$ cat config.mk
export PLATFORM = sky130hd
export DESIGN_NAME = routerOutputPort
export DESIGN_NICKNAME = d
export VERILOG_FILES = /design/src/logic/routerPkg.sv /design/src/logic/flitDecoder.sv /design/src/logic/portTimer.sv /design/src/logic/outputArbiter.sv /design/src/logic/outputStage.sv /design/src/logic/routerOutputPort.sv
export VERILOG_INCLUDE_DIRS = /design/src /design/src/include
export SDC_FILE = /design/constraint.sdc
export NUM_CORES = 1
export LEC_CHECK = 0
export BUFFER_PORTS_ARGS = -buffer_cell sky130_fd_sc_hd__buf_2
export CAP_MARGIN = 20
export CORE_UTILIZATION = 33
export DETAILED_ROUTE_END_ITERATION = 16
export HOLD_SLACK_MARGIN = 0.15
export PLACE_DENSITY = 0.51
export SYNTH_ARGS = -nofsm -noshare
export SYNTH_HDL_FRONTEND = slang
export SYNTH_SLANG_ARGS = --single-unit
$ cat constraint.sdc
create_clock -name clk -period 6.64 [get_ports clk]
set_clock_uncertainty 0.15 [all_clocks]
set_input_delay 0.664 -clock clk [delete_from_list [all_inputs] [get_ports clk]]
set_output_delay 0.664 -clock clk [all_outputs]
set_load 0.005 [all_outputs]
$ cat src/include/router_consts.svh
`ifndef ROUTER_CONSTS_SVH
`define ROUTER_CONSTS_SVH

// Local, North, East, West and South inputs share the one output channel
`define ROUTER_PORTS 5

`define FLIT_DATA_W 32
`define FLIT_ID_W 3

// A header carries its slice length in the low bits of its data
`define FLIT_LEN_W 12

`define FLIT_ID_HEAD 3'd1
`define FLIT_ID_BODY 3'd2
`define FLIT_ID_TAIL 3'd3

`endif

$ cat src/logic/routerPkg.sv
`include "router_consts.svh"

package routerPkg;

  typedef struct packed {
    logic [`FLIT_ID_W-1:0] id;
    logic [`FLIT_DATA_W-1:0] data;
  } Flit;

  // What a decoder tells the arbiter and the output stage about its buffer
  typedef struct packed {
    logic valid;
    logic isHead;
    logic [`FLIT_LEN_W-1:0] length;
    Flit flit;
  } PortReq;

  // Bit 0 is Local and bit 4 is South while all zero means no grant
  typedef logic [`ROUTER_PORTS-1:0] PortMask;

  typedef enum logic [2:0] {
    LocalPort,
    NorthPort,
    EastPort,
    WestPort,
    SouthPort
  } PortIdx;

endpackage

$ cat src/logic/flitDecoder.sv
`timescale 1ns/1ns
`include "router_consts.svh"

module flitDecoder
(
  input  logic clk,
  input  logic rst,
  input  routerPkg::Flit inFlit,
  input  logic inValid,
  output logic inReady,
  input  logic pop,
  output routerPkg::PortReq req
);

  import routerPkg::*;

  Flit held;
  logic full;
  logic accept;

  // A popped entry frees the slot in the same cycle, so a steady stream never bubbles
  assign inReady = !full || pop;
  assign accept = inValid && inReady;

  always_ff @(posedge clk)
  begin
    if (rst)
    begin
      full <= 1'b0;
    end
    else if (accept)
    begin
      full <= 1'b1;
    end
    else if (pop)
    begin
      full <= 1'b0;
    end
  end

  always_ff @(posedge clk)
  begin
    if (accept)
    begin
      held <= inFlit;
    end
  end

  always_comb
  begin
    req.valid = full;
    req.isHead = (held.id == `FLIT_ID_HEAD);
    // Only a header has a meaningful length field
    if (req.isHead)
    begin
      req.length = held.data[`FLIT_LEN_W-1:0];
    end
    else
    begin
      req.length = '0;
    end
    req.flit = held;
  end

endmodule

$ cat src/logic/portTimer.sv
`timescale 1ns/1ns
`include "router_consts.svh"

module portTimer
(
  input  logic clk,
  input  logic rst,
  input  logic load,
  input  logic [`FLIT_LEN_W-1:0] length,
  input  logic run,
  input  logic count,
  output logic timesUp
);

  logic [`FLIT_LEN_W-1:0] budget;
  logic [`FLIT_LEN_W-1:0] sent;
  logic [`FLIT_LEN_W-1:0] budgetNext;
  logic [`FLIT_LEN_W-1:0] sentNext;

  always_comb
  begin
    budgetNext = load ? length : budget;
    if (!run)
    begin
      sentNext = '0;
    end
    else if (load)
    begin
      // The header itself is the first flit of the slice
      sentNext = `FLIT_LEN_W'(1);
    end
    else if (count)
    begin
      sentNext = sent + 1'b1;
    end
    else
    begin
      sentNext = sent;
    end
  end

  // Includes the transfer in flight so the grant moves on the edge that spends the slice
  assign timesUp = (sentNext != '0) && (sentNext >= budgetNext);

  always_ff @(posedge clk)
  begin
    if (rst)
    begin
      budget <= '0;
      sent <= '0;
    end
    else
    begin
      budget <= budgetNext;
      sent <= sentNext;
    end
  end

endmodule

$ cat src/logic/outputArbiter.sv
`timescale 1ns/1ns
`include "router_consts.svh"

module outputArbiter
(
  input  logic clk,
  input  logic rst,
  input  routerPkg::PortReq req [`ROUTER_PORTS],
  input  logic xfer,
  output routerPkg::PortMask grant
);

  import routerPkg::*;

  PortMask state;
  PortMask nextState;
  logic [`ROUTER_PORTS-1:0] requesting;
  logic [`ROUTER_PORTS-1:0] timesUp;

  // Fixed order from Idle with Local first
  function automatic PortMask firstPick(input logic [`ROUTER_PORTS-1:0] reqs);
    PortMask pick;
    pick = '0;
    for (int idx = 0; idx < `ROUTER_PORTS; idx++)
    begin
      if (pick == '0 && reqs[idx])
      begin
        pick[idx] = 1'b1;
      end
    end
    return pick;
  endfunction

  // Search starts just after the previous owner and never comes back to it
  function automatic PortMask rotatePick(
    input logic [`ROUTER_PORTS-1:0] reqs,
    input PortIdx owner
  );
    PortMask pick;
    int idx;
    pick = '0;
    for (int step = 1; step < `ROUTER_PORTS; step++)
    begin
      idx = (int'(owner) + step) % `ROUTER_PORTS;
      if (pick == '0 && reqs[idx])
      begin
        pick[idx] = 1'b1;
      end
    end
    return pick;
  endfunction

  function automatic PortMask holdOrPass(
    input logic [`ROUTER_PORTS-1:0] reqs,
    input logic [`ROUTER_PORTS-1:0] spent,
    input PortIdx owner
  );
    PortMask keep;
    keep = '0;
    keep[owner] = 1'b1;
    if (reqs[owner] && !spent[owner])
    begin
      return keep;
    end
    return rotatePick(reqs, owner);
  endfunction

  for (genvar i = 0; i < `ROUTER_PORTS; i++)
  begin : slices
    assign requesting[i] = req[i].valid;

    portTimer sliceTimer
    (
      .clk(clk),
      .rst(rst),
      .load(xfer && state[i] && req[i].isHead),
      .length(req[i].length),
      .run(state[i]),
      .count(xfer && state[i]),
      .timesUp(timesUp[i])
    );
  end

  always_comb
  begin
    case (state)
      5'b00000: nextState = firstPick(requesting);
      5'b00001: nextState = holdOrPass(requesting, timesUp, LocalPort);
      5'b00010: nextState = holdOrPass(requesting, timesUp, NorthPort);
      5'b00100: nextState = holdOrPass(requesting, timesUp, EastPort);
      5'b01000: nextState = holdOrPass(requesting, timesUp, WestPort);
      5'b10000: nextState = holdOrPass(requesting, timesUp, SouthPort);
      default: nextState = '0;
    endcase
  end

  always_ff @(posedge clk)
  begin
    if (rst)
    begin
      state <= '0;
    end
    else
    begin
      state <= nextState;
    end
  end

  assign grant = state;

endmodule

$ cat src/logic/outputStage.sv
`timescale 1ns/1ns
`include "router_consts.svh"

module outputStage
(
  input  logic clk,
  input  logic rst,
  input  routerPkg::PortReq req [`ROUTER_PORTS],
  input  routerPkg::PortMask grant,
  output logic xfer,
  output routerPkg::Flit outFlit,
  output logic outValid,
  input  logic outReady
);

  import routerPkg::*;

  PortReq picked;

  // The grant is one-hot or zero, so an OR of the gated requests is the mux
  always_comb
  begin
    picked = '0;
    for (int i = 0; i < `ROUTER_PORTS; i++)
    begin
      if (grant[i])
      begin
        picked = PortReq'(picked | req[i]);
      end
    end
  end

  assign xfer = picked.valid && (!outValid || outReady);

  always_ff @(posedge clk)
  begin
    if (rst)
    begin
      outValid <= 1'b0;
    end
    else if (xfer)
    begin
      outValid <= 1'b1;
    end
    else if (outReady)
    begin
      outValid <= 1'b0;
    end
  end

  always_ff @(posedge clk)
  begin
    if (xfer)
    begin
      outFlit <= picked.flit;
    end
  end

endmodule

$ cat src/logic/routerOutputPort.sv
`timescale 1ns/1ns
`include "router_consts.svh"

module routerOutputPort
(
  input  logic clk,
  input  logic rst,
  input  routerPkg::Flit inFlit [`ROUTER_PORTS],
  input  logic [`ROUTER_PORTS-1:0] inValid,
  output logic [`ROUTER_PORTS-1:0] inReady,
  output routerPkg::Flit outFlit,
  output logic outValid,
  input  logic outReady
);

  import routerPkg::*;

  PortReq req [`ROUTER_PORTS];
  PortMask grant;
  logic xfer;

  // Each port's input buffer pops when its flit moves to the output
  for (genvar i = 0; i < `ROUTER_PORTS; i++)
  begin : decoders
    flitDecoder decoder
    (
      .clk(clk),
      .rst(rst),
      .inFlit(inFlit[i]),
      .inValid(inValid[i]),
      .inReady(inReady[i]),
      .pop(grant[i] && xfer),
      .req(req[i])
    );
  end

  outputArbiter arbiter
  (
    .clk(clk),
    .rst(rst),
    .req(req),
    .xfer(xfer),
    .grant(grant)
  );

  outputStage result
  (
    .clk(clk),
    .rst(rst),
    .req(req),
    .grant(grant),
    .xfer(xfer),
    .outFlit(outFlit),
    .outValid(outValid),
    .outReady(outReady)
  );

endmodule

==> results.json <==
{
  "status": "completed",
  "synth_mux_area_frac": 0.0455,
  "cp.required_ns": 6.90,
  "internal_power_mw": 3.69,
  "path_class": "reg2reg",
  "critPathMaxFanout": 39,
  "cts.clk_slew.worst_paths_ns": 0.06,
  "syn_nets": 1555,
  "drt_iter0_drc": 1012,
  "ys.flop_type": "edfxtp_1",
  "synth.most_common_cell": "edfxtp_1",
  "viasPerCell": 5.08,
  "cts_tree": "done",
  "synthCells": 1307,
  "die_w_um": 216,
  "routabilityCongestion": 0.862,
  "min_path_type": "in2reg",
  "yosys_warnings": 0,
  "fp-row-count": 78,
  "wl_met3_mm": 2.99,
  "highest_layer": "met4",
  "synth_top_family_by_area": "simple AND/OR/NAND/NOR gates",
  "cts_resized": 0,
  "synth_edf_count": 210,
  "timing.slew.headroom": 0.272,
  "startpoint_type": "flip-flop",
  "power_frac_comb": 0.083,
  "vias": 11700,
  "grt_max_degree": 57,
  "ys_types": 72,
  "synth-compound-area-share": 0.115,
  "ys_ff_latch": 341,
  "grt-ovfl-total": 0,
  "yosysSeqAreaShare": 0.590,
  "synthTopCellsByCount": "edfxtp_1, nor2_1, dfxtp_1",
  "fp.dieArea_sq_mm": 0.0467,
  "power.density_mw_per_mm2": 248,
  "finalHoldViolations": 0,
  "antenna_left": 0,
  "p_clk_frac": 0.416,
  "routedWlPerCell_um": 19.7,
  "wl_met2_mm": 22.0,
  "crit_arrival_ns": 5.52,
  "drv_slew": 0,
  "fin_crit_ns": 5.26,
  "synth_xor_area_frac": 0.0278,
  "synthArstFlopShare": 0,
  "slowest_stage": "inv_2",
  "synth_fa_ha_area_frac": 0.0537,
  "grt_use_total": 0.190,
  "drt-pass1-iter-count": 8,
  "critPathCaptureType": "flip-flop",
  "drive_above_1_share": 0.200,
  "ios": 224,
  "drv_cap": 0,
  "synthSimpleGateAreaFrac": 0.143,
  "fin_crit_sh": 0.792,
  "worst-path-buf-inv": 3,
  "antenna_found_initial": 0,
  "coreArea_sq_mm": 0.0453,
  "synth_area_sq_mm": 0.0151,
  "final_nets": 1912,
  "critPathMaxStageDelay_ns": 0.68,
  "power_switching_mw": 1.14,
  "start_util": 0.334,
  "routed_wl_mm": 45.2,
  "diodes": 0,
  "fmax_ghz": 0.190,
  "synth_top_area_share": 0.416,
  "grt_pass1_wl_mm": 67.8,
  "synth_top_area_cell": "edfxtp_1",
  "pre_cts_slack_ns": 1.39,
  "worst_ir_drop_vdd_mv": 0.252,
  "io_buffers": 223,
  "seq_power_share": 0.500,
  "synthTopCellsByArea": "edfxtp_1, dfxtp_1, ha_1, nor2_1, mux2i_1",
  "grt_pass1_vias": 11700,
  "sw_frac_of_total": 0.236,
  "area_growth_pct": 28.9,
  "cp_top_family": "compound AO/OA/AOI/OAI gates",
  "final-setup-viol-count": 0,
  "static-leakage-power_nw": 7.22,
  "cts_htree_levels": 2,
  "drt-met1-wl_mm": 18.8,
  "setup_tns_ns": 0,
  "layout_setup_ws_ns": 1.38,
  "cts_num_sinks": 341,
  "clock_latency_ns": 0.53,
  "cts_buffers": 39,
  "rsz0062_at_grt": "no",
  "drc_errors": 0,
  "total_power_mw": 4.84,
  "root_buffer": "clkbuf_16",
  "worst_slew_pin_slew_ns": 1.09,
  "clk_path_buf_depth": 3,
  "die_h_um": 216,
  "dp_hpwl_mm": 31.2,
  "r2r_setup_slack_ns": 1.38,
  "syn_avg_cell_area_sq_um": 11.6,
  "crit_chain": "a22oi_2 > buf_4 > a21o_2 > inv_2 > nand2_1 > nor2_1 > buf_4 > mux2_2 > ha_1 > nor2b_1 > o21ai_0 > a21oi_1 > o311ai_0 > a21oi_1 > a31oi_1 > nor2b_1 > or3_1 > o311a_1"
}
## cells by family (layout without fill, tap and decap cells)
family          Yosys count  after routing
flops                   341            341
mux                      68             68
xor+xnor                 48             48
fa+ha+maj                65             65
compound gates          230            230
simple gates            462            462
buf+inv                  93            479
## final timing paths
kind,start,to,cells after the start
min,inFlit[110],decoders[1].decoder.req[5],1
min reg2reg,arbiter.slices[1].sliceTimer.budget[11],arbiter.slices[1].sliceTimer.budget[11],2
max reg2reg,decoders[0].decoder.full,arbiter.grant[3],18
max,decoders[0].decoder.full,arbiter.grant[3],18
## per-stage QoR
step / utilization / hold WS, ns / cells / cell area (sq um)
4_1_cts: 0.430 / 0.150 / 2288 / 19500
3_3_place_gp: 0.373 / 0.331 / 2077 / 16900
2_1_floorplan: - / 0.312 / 1307 / 15100
6_report: 0.431 / 0.174 / 2293 / 19500
5_1_grt: 0.431 / 0.150 / 2293 / 19500
3_5_place_dp: 0.373 / 0.340 / 2077 / 16900
## sequential cells by signal, summed over array words and instances (netlist names)
signal / cells
arbiter.grant: 5
arbiter.slices.sliceTimer.budget: 60
arbiter.slices.sliceTimer.sent: 60
decoders.decoder.full: 5
decoders.decoder.req: 175
result.outFlit: 35
result.outValid: 1
## cell usage in the layout, fill, tap and decap left out, drive strengths merged, types with 9 or more instances in the layout
cell type    count
nand4           21
nand2b           9
nand3           28
dlygate4sd3    145
mux2i           61
a222oi          36
clkinv          12
and3             9
edfxtp         210
a21oi           29
a211oi          15
nor3            34
ha              65
inv             19
xnor2           27
or2              9
o21ai           26
nor2           190
clkbuf          54
dfxtp          131
nand2           93
xor2            21
a22oi           39
a31oi           10
nor2b           24
buf            245
## worst register-to-register path, cell delays in order, from the launching register on
cell and delay, ns:
dfxtp_1 0.53, a22oi_2 0.13, buf_4 0.23, a21o_2 0.39, inv_2 0.70, nand2_1 0.20, nor2_1 0.13, buf_4 0.24
mux2_2 0.37, ha_1 0.28, nor2b_1 0.04, o21ai_0 0.15, a21oi_1 0.09, o311ai_0 0.29, a21oi_1 0.14, a31oi_1 0.43
nor2b_1 0.08, or3_1 0.31, o311a_1 0.29
## repair_timing
action,in CTS,in global routing
hold buffers,141,4
setup buffers,0,0
hold endpoints to repair,141,4
## routing by layer
| layer | vias to the layer above | global-route usage |
|---|---|---|
| met5 | - | 0 |
| met4 | 0 | 0.0676 |
| met3 | 60 | 0.0428 |
| met2 | 380 | 0.324 |
| met1 | 5588 | 0.234 |
| li1 | 5623 | - |
## power by group through the flow
stage	combinational, mW	clock (mW)	sequential, mW
floorplan	0.171	0	2.44
global placement	0.337	0	2.46
detailed placement	0.341	0	2.46
CTS	0.404	2.07	2.42
global route	0.438	2.15	2.43
finish	0.404	2.01	2.42
## cell type report
cell class | instances | area [sq um]
inverters | 18 | 67.6
clock inverters | 17 | 120
flip-flops and latches | 341 | 8930
clock buffers | 53 | 1060
multi-input cells | 873 | 5850
fillers | 4310 | 25800
repair buffers | 391 | 2740
well taps | 600 | 751
(Power assumes the default switching activity.)
